[src/design/mdu_pkg.sv]
package mdu_pkg;

    // widths with a meaning of their own
    typedef logic [31:0] word_t;
    typedef logic [5:0]  rob_id_t;
    typedef logic [2:0]  mdu_op_t;

    // funct3 order, bit 2 selects the divider
    localparam mdu_op_t OP_MUL    = 3'd0;
    localparam mdu_op_t OP_MULH   = 3'd1;
    localparam mdu_op_t OP_MULHSU = 3'd2;
    localparam mdu_op_t OP_MULHU  = 3'd3;
    localparam mdu_op_t OP_DIV    = 3'd4;
    localparam mdu_op_t OP_DIVU   = 3'd5;
    localparam mdu_op_t OP_REM    = 3'd6;
    localparam mdu_op_t OP_REMU   = 3'd7;

    // tag is meaningful while not ready, value once ready
    typedef struct packed {
        logic    ready;
        rob_id_t tag;
        word_t   value;
    } src_t;

    typedef struct packed {
        mdu_op_t    op;
        rob_id_t    rob_id;
        src_t [1:0] src;
    } mdu_dispatch_t;

    typedef struct packed {
        logic    valid;
        rob_id_t rob_id;
        word_t   data;
    } cdb_t;

    typedef struct packed {
        mdu_op_t op;
        rob_id_t rob_id;
        word_t   a;
        word_t   b;
    } mdu_req_t;

    typedef struct packed {
        rob_id_t rob_id;
        word_t   data;
    } mdu_res_t;

endpackage

[src/design/mdu_unit.sv]
`timescale 1ns/1ps

module mdu_unit import mdu_pkg::*; (
    input  logic     clk,
    input  logic     arst_n_i,
    input  logic     flush_i,
    input  logic     req_valid_i,
    input  mdu_req_t req_i,
    input  logic     res_ready_i,
    output logic     req_ready_o,
    output logic     res_valid_o,
    output mdu_res_t res_o
);

    typedef enum logic [1:0] {
        IDLE,
        MUL,
        DIV,
        DONE
    } state_t;

    // last step count in each busy state
    localparam logic [5:0] MUL_LAST = 6'd1;
    localparam logic [5:0] DIV_LAST = 6'd32;

    state_t              state_q;
    logic         [5:0]  cnt_q;
    logic                accept;
    logic                a_signed;
    logic                b_signed;
    logic                a_neg;
    logic                b_neg;
    mdu_op_t             op_q;
    rob_id_t             rob_q;
    word_t               dividend_q;
    word_t               result_q;
    logic signed  [32:0] mul_a_q;
    logic signed  [32:0] mul_b_q;
    logic signed  [65:0] prod_q;
    word_t               quo_q;
    word_t               rem_q;
    word_t               dvs_q;
    logic                neg_quo_q;
    logic                neg_rem_q;
    logic         [32:0] shifted;
    logic         [33:0] diff;
    word_t               quo_fix;
    word_t               rem_fix;

    assign accept = req_valid_i && state_q == IDLE;

    // operand signedness per op
    assign a_signed = req_i.op[2] ? !req_i.op[0] : (req_i.op != OP_MULHU);
    assign b_signed = req_i.op[2] ? !req_i.op[0]
                                  : (req_i.op == OP_MULH || req_i.op == OP_MUL);
    assign a_neg    = a_signed && req_i.a[31];
    assign b_neg    = b_signed && req_i.b[31];

    // ------------------------------------------------------------------------
    // control
    // ------------------------------------------------------------------------

    always_ff @(posedge clk or negedge arst_n_i) begin
        if (!arst_n_i) begin
            state_q <= IDLE;
            cnt_q   <= '0;
        end else if (flush_i) begin
            state_q <= IDLE;
            cnt_q   <= '0;
        end else begin
            case (state_q)
                IDLE: begin
                    cnt_q <= '0;
                    if (req_valid_i) begin
                        state_q <= req_i.op[2] ? DIV : MUL;
                    end
                end
                MUL: begin
                    cnt_q <= cnt_q + 6'd1;
                    if (cnt_q == MUL_LAST) begin
                        state_q <= DONE;
                    end
                end
                DIV: begin
                    cnt_q <= cnt_q + 6'd1;
                    if (cnt_q == DIV_LAST) begin
                        state_q <= DONE;
                    end
                end
                DONE: begin
                    if (res_ready_i) begin
                        state_q <= IDLE;
                    end
                end
                default: state_q <= IDLE;
            endcase
        end
    end

    // ------------------------------------------------------------------------
    // datapath
    // ------------------------------------------------------------------------

    // one restoring step, 34 bits so the borrow is never lost
    assign shifted = {rem_q, quo_q[31]};
    assign diff    = {1'b0, shifted} - {2'b00, dvs_q};

    // sign fix, then the divide-by-zero rule
    always_comb begin
        quo_fix = neg_quo_q ? -quo_q : quo_q;
        rem_fix = neg_rem_q ? -rem_q : rem_q;
        if (dvs_q == '0) begin
            quo_fix = '1;
            rem_fix = dividend_q;
        end
    end

    always_ff @(posedge clk) begin
        if (accept) begin
            op_q       <= req_i.op;
            rob_q      <= req_i.rob_id;
            dividend_q <= req_i.a;
            mul_a_q    <= {a_neg, req_i.a};
            mul_b_q    <= {b_neg, req_i.b};
            // divider works on magnitudes
            quo_q      <= a_neg ? -req_i.a : req_i.a;
            dvs_q      <= b_neg ? -req_i.b : req_i.b;
            rem_q      <= '0;
            neg_quo_q  <= a_neg ^ b_neg;
            neg_rem_q  <= a_neg;
        end else if (state_q == MUL) begin
            if (cnt_q != MUL_LAST) begin
                prod_q <= mul_a_q * mul_b_q;
            end else begin
                result_q <= (op_q == OP_MUL) ? prod_q[31:0] : prod_q[63:32];
            end
        end else if (state_q == DIV) begin
            if (cnt_q != DIV_LAST) begin
                rem_q <= diff[33] ? shifted[31:0] : diff[31:0];
                quo_q <= {quo_q[30:0], !diff[33]};
            end else begin
                result_q <= op_q[1] ? rem_fix : quo_fix;
            end
        end
    end

    assign req_ready_o  = state_q == IDLE;
    assign res_valid_o  = state_q == DONE;
    assign res_o.rob_id = rob_q;
    assign res_o.data   = result_q;

endmodule

[config.mk]
export PLATFORM = sky130hd
export DESIGN_NAME = mdu_unit
export DESIGN_NICKNAME = d
export VERILOG_FILES = /design/src/design/mdu_pkg.sv /design/src/design/mdu_unit.sv
export SDC_FILE = /design/constraint.sdc
export NUM_CORES = 2
export LEC_CHECK = 0
export BUFFER_PORTS_ARGS = -buffer_cell sky130_fd_sc_hd__clkbuf_2
export CAP_MARGIN = 10
export CORE_MARGIN = 5
export CORE_UTILIZATION = 40
export DETAILED_ROUTE_END_ITERATION = 8
export PLACE_DENSITY = 0.51
export RECOVER_POWER = 50
export SETUP_SLACK_MARGIN = 0.05
export SKIP_LAST_GASP = 1
export SYNTH_ARGS = -nofsm -noshare
export SYNTH_HDL_FRONTEND = slang
export SYNTH_SLANG_ARGS = --single-unit
[constraint.sdc]
create_clock -name clk -period 11.5 [get_ports clk]
set_input_delay 2.3 -clock clk [delete_from_list [all_inputs] [get_ports clk]]
set_output_delay 2.3 -clock clk [all_outputs]
set_load 0.005 [all_outputs]
* Yosys cells after proc, flatten, opt, wreduce, memory -nomap -nowiden *
Index checks and enable logic that the tools add are counted.

word-level totals
  bits in registers = 309
  bits in latches = 0
  memory bits (writable) = 0
  bits in read-only memories = 0
  output and inout port bits = 40
  logic and storage cells = 88
  memories kept = 0

operators by class
  $add $sub $neg = 6
  multiply operators = 1
  div/mod/pow operators = 0
  order comparisons = 0
  equality and inequality tests = 16
  shift operators = 0
  multiplexer cells = 28
  bitwise operators = 3
  reduce and logical (&&, ||, !) cells = 20

operators by type and width
  operator                                               number
  two-way mux 32 bit                                     17
  negation 32 bit                                        4
  multiplier 33 x 33 -> 64 bit                           1
  subtractor 33 x 32 -> 34 bit                           1
  zero test 32 bit                                       1
  two-way mux 2 bit                                      6
  inequality test 3 bit, second input constant           4
  case mux 6 bit (2 select lines)                        1
  AND reduction 3 bit                                    3
  case mux 2 bit (4 select lines)                        1
  AND reduction 4 bit                                    2
  adder 6 x 1 -> 6 bit, second input constant            1
  == test 6 x 1 -> 1 bit, second input constant          1
  == test 6 bit, second input constant                   1
  zero test 3 bit                                        2
  two-way mux 6 bit                                      1
  inequality test 2 bit, second input constant           3
  inequality test 6 x 1 -> 1 bit, second input constant  1
  inequality test 6 bit, second input constant           1
  nonzero test 2 bit                                     3
  == test 2 bit, second input constant                   2
  == test 3 x 1 -> 1 bit, second input constant          1
  logical AND 1 bit                                      3
  inequality test 3 x 2 -> 1 bit, second input constant  1
  9 further kinds                                        12

* Logic depth before layout (Yosys ltp) *
  word-level depth = 7
  mapped depth = 31

* Least setup slack after synthesis *
No wires, ideal clock.

  path kind = register to register
  from = reg mul_a_q[32]
  to = reg prod_q[61] (data pin)
  setup time = 0.264 ns
  data arrival time = 7.952 ns
  data required time = 11.236 ns
  slack = 3.284 ns
  cell stages (with the launch flop) = 29
  buffers on the path = 4
  period minus slack after synthesis = 8.216 ns
  cell sequence = edfxtp_1 -> clkbuf_1 -> clkbuf_1 -> buf_1 -> nand2_1 -> inv_1 -> fa_1 -> fa_1 -> fa_1 -> inv_1 -> fa_1 -> inv_1 -> fa_1 -> fa_1 -> inv_1 -> fa_1 -> fa_1 -> inv_1 -> ha_1 -> clkbuf_1 -> nor2b_1 -> o21ai_0 -> nand2b_1 -> a21oi_1 -> nor2b_1 -> o21ai_0 -> nand2b_1 -> a221oi_1 -> xnor2_1

between the ends
  longest elaborated chain between the ends = 1

RTL lines
  item                          RTL line         text
  from (decl)                   mdu_unit.sv:37   logic signed [32:0] mul_a_q;
  from (signal assigned)        mdu_unit.sv:123  mul_a_q <= {a_neg, req_i.a};
  multiplier 33 x 33 -> 64 bit  mdu_unit.sv:133  prod_q <= mul_a_q * mul_b_q;
  to (signal assigned)          mdu_unit.sv:133
  to (decl)                     mdu_unit.sv:39   logic signed [65:0] prod_q;

No other way between the ends.
A chain may end at the register's enable or synchronous reset.

* Worst setup path in the final report *
  from = reg mul_b_q[1]
  to = reg prod_q[63] (data pin)

between the ends
  longest elaborated chain between the ends = 1

RTL lines
  item                          RTL line         text
  from (decl)                   mdu_unit.sv:38   logic signed [32:0] mul_b_q;
  from (signal assigned)        mdu_unit.sv:124  mul_b_q <= {b_neg, req_i.b};
  multiplier 33 x 33 -> 64 bit  mdu_unit.sv:133

No other way between the ends.

==> impl_metrics.json <==
{
  "cp-end-kind": "flip-flop",
  "yosysUniqueCellTypes": 70,
  "syn_avg_cell_area_um2": 9.64,
  "gp_congestion": 0.897,
  "path_buf_inv": 3,
  "grt_usage_pct": 22.2,
  "synth_area_leaders": "fa_1, edfxtp_1, inv_1, and2_1, ha_1",
  "portBuffers": 117,
  "synthesis.area_um2": 52900,
  "die_width_um": 374,
  "maxCapViolCount": 4,
  "required_ns": 11.89,
  "worstMarginPinSlew_ns": 3.73,
  "path_delay_family": "adder cells",
  "synth_top_area_cell": "fa_1",
  "crit_path_max_fanout": 25,
  "cp_cell_sequence": "clkbuf_1 > and2_1 > fa_1 > fa_1 > fa_1 > inv_1 > fa_1 > inv_1 > fa_1 > fa_1 > fa_1 > fa_1 > ha_1 > nor2b_1 > o21ai_0 > nand2b_1 > a21oi_1 > o21ai_0 > nor3_1 > o41a_1 > or4b_1 > o311ai_0",
  "fin_skew_ns": 0.0342,
  "cp-start-kind": "flip-flop",
  "synth_warnings": 0,
  "holdBufCountCts": 0,
  "cpMaxStageDelayCell": "fa_1",
  "status": "finished, violations left",
  "coreArea_um2": 131000,
  "cts.reportedPaths.clkPinSlew_ns": 0.07,
  "die_h_um": 374,
  "vias": 37200,
  "start_util_pct": 40.2,
  "cts_tree": "done",
  "io_pins": 118,
  "antenna_found_initial": 13,
  "rows": 133,
  "area_delta_synth_final_pct": 6.30,
  "period_share_pct": 80.1,
  "nFillCells": 13100,
  "cts_buffer_depth": 3,
  "hp-class": "reg2reg",
  "crit_type": "reg2reg",
  "clock_latency_ns": 0.60,
  "dr.pass1.iters": 5,
  "grt_max_degree": 94,
  "synthFlopType": "edfxtp_1",
  "slowest_delay_ns": 0.90,
  "cts_setup_buffers": 0,
  "antenna_left": 0,
  "drc": 0,
  "routed_wl_mm": 153,
  "h-tree-depth": 1,
  "nets": 6902,
  "drive_above_1_share_pct": 3.40,
  "syn-num-nets": 6944,
  "routedWlPerCell_um": 21.2,
  "synth-edff-count": 235,
  "ff2ff_setup_slack_ns": 2.28,
  "cts.sinks": 275,
  "slew_violations": 190,
  "period_minus_slack_ns": 9.22,
  "failed_checks": "capacitance limit, slew limit",
  "finalSetupTns_ns": 0,
  "seq_area_frac_synth_pct": 14.9,
  "grt_pass1_vias": 40000,
  "arrival_ns": 9.61,
  "dp.final_hpwl_mm": 121,
  "slew_headroom_pct": -149,
  "numCtsBuffers": 29,
  "setup_viol": 0,
  "async_reset_ff_share_pct": 2.91,
  "clockRootBuffer": "clkbuf_16",
  "drtIter0Drc": 2350,
  "fmax_mhz": 108,
  "die-area_um2": 140000,
  "rsz0062_at_grt": "no",
  "grt_pass1_wl_mm": 242,
  "finalHoldViolCount": 0,
  "synth_top_area_share_pct": 42.6,
  "overflow": 0,
  "syn_inst": 5484,
  "via_per_inst": 5.15,
  "crit_top_cell": "fa_1",
  "post_cts_resized": 0,
  "postSynthRegisterBits": 275
}
[path summary, 6_finish.rpt]
kind / endpoint / cells past startpoint / start
worst max-delay path: prod_q[63] / 22 / mul_b_q[1]
worst min-delay path: rem_q[24] / 2 / rem_q[23]
worst max register to register: prod_q[63] / 22 / mul_b_q[1]
worst min register to register: rem_q[24] / 2 / rem_q[23]
max in group asynchronous: cnt_q[5] / 1 / arst_n_i
min in group asynchronous: state_q[1] / 1 / arst_n_i
[layout by cell type (no fill, tap or decap), types with 17 or more instances in the layout]
cell	n
nand3_1	25
edfxtp_1	235
o21ai_0	151
ha_1	255
a22oi_1	24
xor2_1	124
nor3_1	27
clkbuf_16	29
o21a_1	17
clkbuf_1	94
xnor2_1	98
fa_1	1126
a31oi_1	18
mux2i_1	37
nor2b_1	41
and2_1	546
clkbuf_2	28
dfxtp_1	32
nand2b_1	21
o31ai_1	29
nand2_1	676
or4_1	21
a21o_1	64
nor2_1	129
buf_4	83
nor4_1	28
inv_1	1116
a21oi_1	174
[synthesized netlist by cell type (7+ instances only)]
master	count
buf_1	9
o21a_1	17
dfxtp_1	32
o211ai_1	11
or3_1	9
o31ai_1	29
nor2_1	129
or4_1	21
mux2i_1	37
o21bai_1	8
nor2b_1	41
o41ai_1	16
a21oi_1	174
nand4_1	13
a21o_1	64
ha_1	256
fa_1	1126
o21ai_0	151
and3_1	9
or2_2	7
nor3_1	28
nor4_1	28
a22oi_1	24
inv_1	1117
nand2_1	677
and2_1	548
clkbuf_1	260
nand2b_1	21
nand3_1	25
edfxtp_1	235
xor2_1	124
a211oi_1	16
dfrtp_1	8
xnor2_1	98
a31oi_1	18
[registers in the layout, indices dropped and copies added, names as in the netlist, 3 cells and up]
register and count:
dvs_q 31, rob_q 6, mul_b_q 33, cnt_q 6, rem_q 32, quo_q 32, op_q 3, result_q 32
prod_q 64, dividend_q 31
[through the flow]
stage	setup slack, ns	cell area (um2)	hold WS [ns]	cells	utilization, %
after detailed placement	2.40	55300	0.574	7166	42.0
after global placement	2.39	55300	0.573	7166	42.0
after global routing	1.75	56200	0.626	7223	42.7
after CTS	2.33	56300	0.581	7220	42.8
final	2.28	56200	0.587	7223	42.7
after floorplan	3.28	52900	0.493	5484	-
[metal layers]
layer  share of wire (%)  vias to the layer above  track usage, %
li1                    -                    16700               -
met1                  43                    19500            30.6
met2                  49                      884            38.2
met3                 4.6                      174            2.12
met4                 2.7                        4            4.85
met5               0.016                        -               0
[final cells by class]
type | count | area (um2) | area share [%]
Clock buffer | 30 | 729 | 1.30
Antenna cell | 3 | 7.51 | 0.0134
Timing Repair Buffer | 204 | 1110 | 1.98
Tap cell | 1755 | 2200 | 3.91
Clock inverter | 24 | 325 | 0.579
Sequential cell | 275 | 7900 | 14.1
Multi-Input combinational cell | 3815 | 39700 | 70.7
Inverter | 1117 | 4190 | 7.46
[cells by family after synthesis]
kind of cell             share of synthesized area (%)
XOR/XNOR                                          3.68
flip-flops                                        14.9
buffers and inverters                             9.93
AND/OR/NAND/NOR                                   15.0
AO/OA/AOI/OAI                                     6.97
adder cells (fa/ha/maj)                           48.7
multiplexers                                     0.807
[tightest hold or removal path, cell delays in order (launching register included)]
cell	delay (ns)
dfxtp_1	0.38
nand2_1	0.09
a31oi_1	0.07
Power is left out: the tool's default activity adds up to more than one toggle a clock period on the data nets, which glitch-free logic cannot reach.
