### src/design/mdu_pkg.sv
package mdu_pkg;

    // widths with a meaning of their own
    typedef logic [31:0] word_t;
    typedef logic [5:0]  rob_id_t;
    typedef logic [2:0]  mdu_op_t;

    // funct3 order, bit 2 selects the divider
    localparam mdu_op_t OP_MUL    = 3'd0;
    localparam mdu_op_t OP_MULH   = 3'd1;
    localparam mdu_op_t OP_MULHSU = 3'd2;
    localparam mdu_op_t OP_MULHU  = 3'd3;
    localparam mdu_op_t OP_DIV    = 3'd4;
    localparam mdu_op_t OP_DIVU   = 3'd5;
    localparam mdu_op_t OP_REM    = 3'd6;
    localparam mdu_op_t OP_REMU   = 3'd7;

    // tag is meaningful while not ready, value once ready
    typedef struct packed {
        logic    ready;
        rob_id_t tag;
        word_t   value;
    } src_t;

    typedef struct packed {
        mdu_op_t    op;
        rob_id_t    rob_id;
        src_t [1:0] src;
    } mdu_dispatch_t;

    typedef struct packed {
        logic    valid;
        rob_id_t rob_id;
        word_t   data;
    } cdb_t;

    typedef struct packed {
        mdu_op_t op;
        rob_id_t rob_id;
        word_t   a;
        word_t   b;
    } mdu_req_t;

    typedef struct packed {
        rob_id_t rob_id;
        word_t   data;
    } mdu_res_t;

endpackage

### src/design/mdu_iq_entry.sv
`timescale 1ns/1ps

module mdu_iq_entry import mdu_pkg::*; #(
    parameter int CDB_COUNT = 2
) (
    input  logic                          clk,
    input  logic                          arst_n_i,
    input  logic                          flush_i,
    input  logic                          init_i,
    input  mdu_dispatch_t                 disp_i,
    input  logic                          issue_i,
    input  cdb_t          [CDB_COUNT-1:0] cdb_i,
    output logic                          busy_o,
    output logic                          complete_o,
    output mdu_dispatch_t                 entry_o
);

    logic          busy_q;
    mdu_dispatch_t entry_q;
    mdu_dispatch_t entry_d;

    // ------------------------------------------------------------------------
    // operand snoop
    // ------------------------------------------------------------------------

    // start from the new instruction on init, so a broadcast in the
    // dispatch cycle is merged before the entry is written
    always_comb begin
        entry_d = init_i ? disp_i : entry_q;
        for (int s = 0; s < 2; s++) begin
            for (int c = 0; c < CDB_COUNT; c++) begin
                if (!entry_d.src[s].ready && cdb_i[c].valid
                        && cdb_i[c].rob_id == entry_d.src[s].tag) begin
                    entry_d.src[s].ready = 1'b1;
                    entry_d.src[s].value = cdb_i[c].data;
                end
            end
        end
    end

    // ------------------------------------------------------------------------
    // state
    // ------------------------------------------------------------------------

    always_ff @(posedge clk or negedge arst_n_i) begin
        if (!arst_n_i) begin
            busy_q <= 1'b0;
        end else if (flush_i) begin
            busy_q <= 1'b0;
        end else if (init_i) begin
            busy_q <= 1'b1;
        end else if (issue_i) begin
            busy_q <= 1'b0;
        end
    end

    // payload only moves while the slot is in use
    always_ff @(posedge clk) begin
        if (init_i || busy_q) begin
            entry_q <= entry_d;
        end
    end

    assign busy_o     = busy_q;
    assign complete_o = busy_q && entry_q.src[0].ready && entry_q.src[1].ready;
    assign entry_o    = entry_q;

endmodule

### src/design/mdu_iq.sv
`timescale 1ns/1ps

module mdu_iq import mdu_pkg::*; #(
    parameter int IQ_SIZE   = 8,
    parameter int CDB_COUNT = 2
) (
    input  logic                          clk,
    input  logic                          arst_n_i,
    input  logic                          flush_i,
    input  mdu_dispatch_t [1:0]           disp_i,
    input  logic          [1:0]           choose_i,
    input  cdb_t          [CDB_COUNT-1:0] cdb_i,
    input  logic                          req_ready_i,
    output logic                          disp_ready_o,
    output logic                          req_valid_o,
    output mdu_req_t                      req_o
);

    localparam int PTR_LEN = $clog2(IQ_SIZE);

    typedef logic [PTR_LEN-1:0] ptr_t;
    typedef logic [PTR_LEN:0]   cnt_t;

    ptr_t          head_q;
    ptr_t          tail_q;
    ptr_t          tail_next;
    cnt_t          free_q;
    cnt_t          free_d;
    cnt_t          n_alloc;
    logic [1:0]    accept;
    logic          can_load;
    logic          do_issue;
    logic          req_valid_q;
    mdu_req_t      req_q;
    mdu_dispatch_t first_slot;
    mdu_dispatch_t head_entry;

    logic          [IQ_SIZE-1:0] entry_init;
    logic          [IQ_SIZE-1:0] entry_issue;
    logic          [IQ_SIZE-1:0] entry_busy;
    logic          [IQ_SIZE-1:0] entry_complete;
    mdu_dispatch_t               entry_disp [IQ_SIZE];
    mdu_dispatch_t               entry_held [IQ_SIZE];

    // ------------------------------------------------------------------------
    // allocation
    // ------------------------------------------------------------------------

    // choose strobes only count while the registered ready is up
    assign accept     = choose_i & {2{disp_ready_o}};
    assign n_alloc    = cnt_t'(accept[0]) + cnt_t'(accept[1]);
    assign tail_next  = tail_q + ptr_t'(1);
    // a lone slot 1 still lands on the tail
    assign first_slot = accept[0] ? disp_i[0] : disp_i[1];

    always_comb begin
        for (int i = 0; i < IQ_SIZE; i++) begin
            entry_disp[i] = (ptr_t'(i) == tail_next) ? disp_i[1] : first_slot;
            entry_init[i] = !entry_busy[i]
                            && (((|accept) && ptr_t'(i) == tail_q)
                                || ((&accept) && ptr_t'(i) == tail_next));
        end
    end

    // ------------------------------------------------------------------------
    // in-order issue from the head
    // ------------------------------------------------------------------------

    assign head_entry = entry_held[head_q];
    assign can_load   = !req_valid_q || req_ready_i;
    assign do_issue   = entry_complete[head_q] && can_load;

    always_comb begin
        for (int i = 0; i < IQ_SIZE; i++) begin
            entry_issue[i] = do_issue && ptr_t'(i) == head_q;
        end
    end

    // issue frees its slot in the same cycle
    assign free_d = free_q - n_alloc + cnt_t'(do_issue);

    always_ff @(posedge clk or negedge arst_n_i) begin
        if (!arst_n_i) begin
            head_q       <= '0;
            tail_q       <= '0;
            free_q       <= cnt_t'(IQ_SIZE);
            disp_ready_o <= 1'b1;
            req_valid_q  <= 1'b0;
        end else if (flush_i) begin
            head_q       <= '0;
            tail_q       <= '0;
            free_q       <= cnt_t'(IQ_SIZE);
            disp_ready_o <= 1'b1;
            req_valid_q  <= 1'b0;
        end else begin
            head_q       <= head_q + ptr_t'(do_issue);
            tail_q       <= tail_q + ptr_t'(n_alloc);
            free_q       <= free_d;
            // room for a dual dispatch next cycle
            disp_ready_o <= free_d >= cnt_t'(2);
            if (can_load) begin
                req_valid_q <= do_issue;
            end
        end
    end

    // issue register payload
    always_ff @(posedge clk) begin
        if (do_issue) begin
            req_q.op     <= head_entry.op;
            req_q.rob_id <= head_entry.rob_id;
            req_q.a      <= head_entry.src[0].value;
            req_q.b      <= head_entry.src[1].value;
        end
    end

    assign req_valid_o = req_valid_q;
    assign req_o       = req_q;

    // ------------------------------------------------------------------------
    // entries
    // ------------------------------------------------------------------------

    for (genvar i = 0; i < IQ_SIZE; i++) begin : g_entry
        mdu_iq_entry #(
            .CDB_COUNT(CDB_COUNT)
        ) u_entry (
            .clk        (clk),
            .arst_n_i   (arst_n_i),
            .flush_i    (flush_i),
            .init_i     (entry_init[i]),
            .disp_i     (entry_disp[i]),
            .issue_i    (entry_issue[i]),
            .cdb_i      (cdb_i),
            .busy_o     (entry_busy[i]),
            .complete_o (entry_complete[i]),
            .entry_o    (entry_held[i])
        );
    end

endmodule

### config.mk
export PLATFORM = sky130hd
export DESIGN_NAME = mdu_iq
export DESIGN_NICKNAME = d
export VERILOG_FILES = /design/src/design/mdu_pkg.sv /design/src/design/mdu_iq_entry.sv /design/src/design/mdu_iq.sv
export SDC_FILE = /design/constraint.sdc
export NUM_CORES = 2
export LEC_CHECK = 0
export BUFFER_PORTS_ARGS = -buffer_cell sky130_fd_sc_hd__buf_2
export CORE_ASPECT_RATIO = 0.8
export CORE_MARGIN = 8
export CORE_UTILIZATION = 25
export DETAILED_ROUTE_END_ITERATION = 12
export SLEW_MARGIN = 20
export SYNTH_ARGS = -nofsm -noshare
export SYNTH_HDL_FRONTEND = slang
export SYNTH_SLANG_ARGS = --single-unit
### constraint.sdc
create_clock -name clk -period 8.3 [get_ports clk]
set_input_delay 2.075 -clock clk [delete_from_list [all_inputs] [get_ports clk]]
set_output_delay 2.075 -clock clk [all_outputs]
set_load 0.01 [all_outputs]
; ---- Word-level counts from Yosys, hierarchy flattened
; Cells that the tools add are included.
; Widths: inputs -> output; s select.
[classes]
eq_ne = 53
mux = 100
reduce_logical = 225
bitwise = 2
addsub = 6
magnitude_cmp = 3
[op_table]
columns = op, n
row1 = $mux 32, 32
row2 = $mux 87, 11
row3 = $mux 78, 8
row4 = $bmux 87 s3, 1
row5 = $eq 6x6->1, 32
row6 = $logic_and 1x1->1, 113
row7 = $reduce_bool 3->1, 24
row8 = $reduce_and 2->1, 25
row9 = $mux 1, 44
row10 = $logic_not 1->1, 41
row11 = $eq 3x3->1 const A, 12
row12 = $eq 2x3->1 const A, 6
row13 = $logic_or 1x1->1, 17
row14 = $eq 1x3->1 const A, 3
row15 = $logic_not 3->1, 3
row16 = $mux 3, 2
row17 = $add 4x1->4, 1
row18 = $ge 4x2->1 const B, 1
row19 = $ge 4x4->1 const B, 1
row20 = $lt 3x4->1 const B, 1
row21 = $mux 4, 1
row22 = $not 3->4, 1
row23 = $sub 4x2->4, 1
row24 = $add 3x1->3, 1
row25 = other kinds (7), 7
[totals]
output_inout_bits = 75
reg_bits = 789

; ---- Logic depth before layout (Yosys ltp)
[logic_depth]
depth_word = 15
mapped_depth = 24

; ---- Cells and area by module
; Synthesis repeated with hierarchy kept, for this count alone.
[hier_totals]
cells_unflattened = 4507
area_unflattened_um2 = 58715.1
[by_module_without_submodules]
columns = module, area_each_um2, cells_each, n_inst, seq_area_each_um2
row1 = mdu_iq_entry, 5331.4, 409, 8, 2637.5
row2 = mdu_iq, 16064.2, 1235, 1, 2494.9

; ---- Least setup slack after synthesis
; Ideal clock, no wire load.
[synth_timing]
kind = input -> register
start = in req_ready_i
end = reg disp_ready_o
path_stages = 11
required_ns = 8.208
slack_ns = -1.480
setup_ns = 0.092
path_buffers = 0
arrival_ns = 9.688
cell_sequence = inv_1 > a21boi_0 > inv_1 > ha_1 > inv_1 > ha_1 > a21o_1 > a21oi_1 > xnor2_1 > or2_2 > or3b_2
[synth_via]
elab_chain_cells = 5
[synth_rtl]
columns = item, line
row1 = from (decl), mdu_iq.sv:13  ; input logic req_ready_i,
row2 = $logic_or 1x1->1, mdu_iq.sv:70  ; assign can_load = !req_valid_q || req_ready_i;
row3 = $logic_and 1x1->1, mdu_iq.sv:71  ; assign do_issue = entry_complete[head_q] && can_load;
row4 = via do_issue, mdu_iq.sv:32  ; logic do_issue;
row5 = $add 4x1->4, mdu_iq.sv:80  ; assign free_d = free_q - n_alloc + cnt_t'(do_issue);
row6 = $ge 4x2->1, mdu_iq.sv:100  ; disp_ready_o <= free_d >= cnt_t'(2);
row7 = $mux 1, mdu_iq.sv:89  ; end else if (flush_i) begin
row8 = to (signal assigned), mdu_iq.sv:100
row9 = to (decl), mdu_iq.sv:14  ; output logic disp_ready_o,
; The timed path passes the listed nets, and every way through them passes these cells.
; A chain may end at the register's enable or synchronous reset.

==> flow_summary_export.csv <==
group,metric,value,unit
synthesis,synth-compound-area-share,12.3,%
floorplan,row_count,157,
timing,fin_tns_setup,0,ns
synthesis,synthCells,5870,
synthesis,synth.avg_cell_area,9.83,um^2
hold_path,holdPathStages,2,
synthesis,yosysSeqAreaShare,40.9,%
global_routing,grt_pass1_vias,49300,
placement,dp_hpwl,171,mm
timing,worst_slew_pin_slew,1.23,ns
pwr,peakVddDrop,193,uV
status,status,"completed",
timing,whs,0.599,ns
cts,ctsRootBufferMaster,"clkbuf_16",
global_routing,grt_usage,21.0,%
synthesis,synth_edf_count,769,
global_routing,grt_antenna_before_repair,107,
synthesis,synth.area.top_cells,"edfxtp_1 40%, nand2_1 8.6%, mux2_2 8.3%, mux4_2 5.7%, mux2_1 5.0%",
cts,cts.hold.buffers_added,0,
synthesis,synthAdderAreaFrac,0.373,%
cts,cts_setup_buffers,0,
synthesis,yosysMostFrequentCell,"nand2_1",
setup_path,rrSetupSlack,1.93,ns
cells_and_area,nFillCells,23500,
synthesis,synth_common_cells,"1319 x nand2_1, 769 x edfxtp_1, 496 x a21oi_1",
hold_path,hold_class,"reg -> reg",
drt,viasPerCell,5.83,
cells_and_area,nets,6012,
timing,slew_violations,0,
synthesis,yosysTopAreaCellShare,40.0,%
cells_and_area,syn_to_final_growth,12.8,%
synthesis,synth.largest_area_cell,"edfxtp_1",
setup_path,critical_path_required,8.72,ns
drt,route.detailed.drc,0,
drt,ant_nets,0,
cells_and_area,drive_gt1_share,23.1,%
placement,io_buffers,332,
cts,clockBufferDepth,3,
drt,wirelength,274,mm
cts,cts_max_level,3,
timing,skew,0.0628,ns
floorplan,die_x,553,um
drt,vias,51900,
global_routing,grt_pass1_wl,379,mm
floorplan,start_util,25.2,%
pwr,p_leak,25.0,nW
synthesis,ys.flop_type,"edfxtp_1",
synthesis,synth_top_family_by_area,"multiplexers",
timing,rsz0062_at_grt,"no",
synthesis,synth_area,0.0577,mm^2
cts,cts_tree,"yes",
global_routing,grt_max_degree,88,
cts,cts_made_buffers,95,
drt,dr.pass1.iters,9,
cts,clock_latency,0.78,ns
setup_path,worst_setup_path_start_kind,"primary input",
cts,post_cts_resized,0,
setup_path,critPathArrivalTime,6.92,ns
pwr,powerDensity,267,mW/mm^2
cts,clkTransAtPathRegs,0.06,ns
synthesis,async_reset_ff_share,2.53,%
setup_path,reg2reg_depth,13,
synthesis,synth-simple-area-share,14.8,%
synthesis,synth_xor_area_share,2.06,%
global_routing,grt_overflow_total,0,
setup_path,crit_path_end_kind,"flip-flop",
synthesis,ys_types,117,
synthesis,yosys_warnings,0,
timing,hold_viol,0,
drt,drt_iter0_drc,9190,
floorplan,io_pins,333,
timing,timing.fmax,0.154,GHz
drt,routedWlPerCell,30.8,um
synthesis,synth_seq_cells,789,
flow_run,drv_cap,0,
placement,gp_congestion,0.956,
floorplan,die_h,446,um
synthesis,synthMuxAreaShare,23.5,%
timing,relSlewSlack,18.2,%
cts,clock-sinks,789,
timing,timing.final.crit_share,78.3,%
timing,setup_viol_count_final,0,
floorplan,fp.coreArea,0.229,mm^2
synthesis,synth_nets,6144,
setup_path,critPathKind,"in -> reg",
timing,min_period,6.50,ns
floorplan,dieArea,0.247,mm^2
setup_path,crit_fanout,84,
cell families (layout without fill, tap and decap cells):
group | Yosys count | after routing
AND/OR/NAND/NOR | 1940 | 1940
AO/OA/AOI/OAI | 1103 | 1103
multiplexers | 1072 | 1072
buffers and inverters | 814 | 764
flip-flops | 789 | 789
XOR/XNOR | 136 | 136
adder cells (fa/ha/maj) | 16 | 16
other | 0 | 68
power breakdown:
part / internal [mW] / switching (mW)
Clock: 2.52 / 1.90
Sequential: 5.73 / 0.437
Combinational: 2.27 / 4.51
path summary, 6_finish.rpt:
path,endpoint,start
max,g_entry[2].u_entry.entry_o[20],choose_i[0]
min,req_valid_o,req_valid_o
max reg2reg,g_entry[2].u_entry.entry_o[20],disp_ready_o
min reg2reg,req_valid_o,req_valid_o
max in group asynchronous,head_q[1],arst_n_i
min in group asynchronous,tail_q[1],arst_n_i
layout by cell type, fill, tap and decap left out, types with 35 or more instances in the layout:
cell type and n:
o31ai_1 46, xor2_1 42, edfxtp_1 769, mux4_2 146, mux2i_1 213, a21oi_1 492
a31oi_1 75, mux2_2 424, buf_2 332, nor2_1 219, inv_1 97, buf_4 132
a22oi_1 71, xnor2_1 94, o2bb2ai_1 65, nor3_1 45, mux2_1 254, o21ai_0 77
a211o_1 35, clkbuf_16 97, diode_2 68, nand3_1 65, nand2_1 1311
state kept, by name, summed over array words and instances, names as in the netlist:
name / flops
disp_ready_o: 1
free_q: 4
g_entry.u_entry.busy_o: 8
g_entry.u_entry.entry_o: 696
head_q: 3
req_o: 73
req_valid_o: 1
tail_q: 3
critical path: stages:
cell and delay (ns):
buf_2 0.09, and2_1 0.15, inv_1 0.07, ha_1 0.41
nor4b_2 0.79, o21ai_4 0.14, buf_12 0.30, a32oi_1 0.49
xnor2_1 0.18, o2111ai_1 0.27, nor3_4 0.87, buf_4 0.70
a211o_1 0.18, a31oi_1 0.09
per-stage QoR:
step | cell area [um^2] | setup slack (ns) | power (mW) | instances | utilization [%]
after floorplan | 57700 | 0.541 | 10.2 | 5870 | -
after global placement | 61700 | 1.26 | 12.6 | 8662 | 26.9
after detailed placement | 61700 | 1.26 | 12.8 | 8662 | 26.9
after CTS | 64900 | 2.02 | 17.2 | 8841 | 28.3
after global routing | 65000 | 1.77 | 17.9 | 8870 | 28.4
final | 65100 | 1.80 | 17.4 | 8909 | 28.4
layout make-up:
type                       count  area (um^2)  area share (%)
antenna                       68          170           0.261
tap                         3021         3780            5.81
inverter                     112          422           0.648
multi-input combinational   4267        31100            47.8
clock inverter                59          661            1.01
timing repair buffer         473         2820            4.34
clock buffer                 120         2530            3.89
sequential                   789        23600            36.3
metal layers:
metal / GRT usage (%) / routed length (um) / vias up
met5: 0.0384 / 237 / -
met2: 30.2 / 113000 / 4483
met3: 8.76 / 40900 / 1019
met1: 26.3 / 102000 / 25200
met4: 12.4 / 17400 / 38
li1: - / - / 21200
Power figures use the tool's default switching activity.
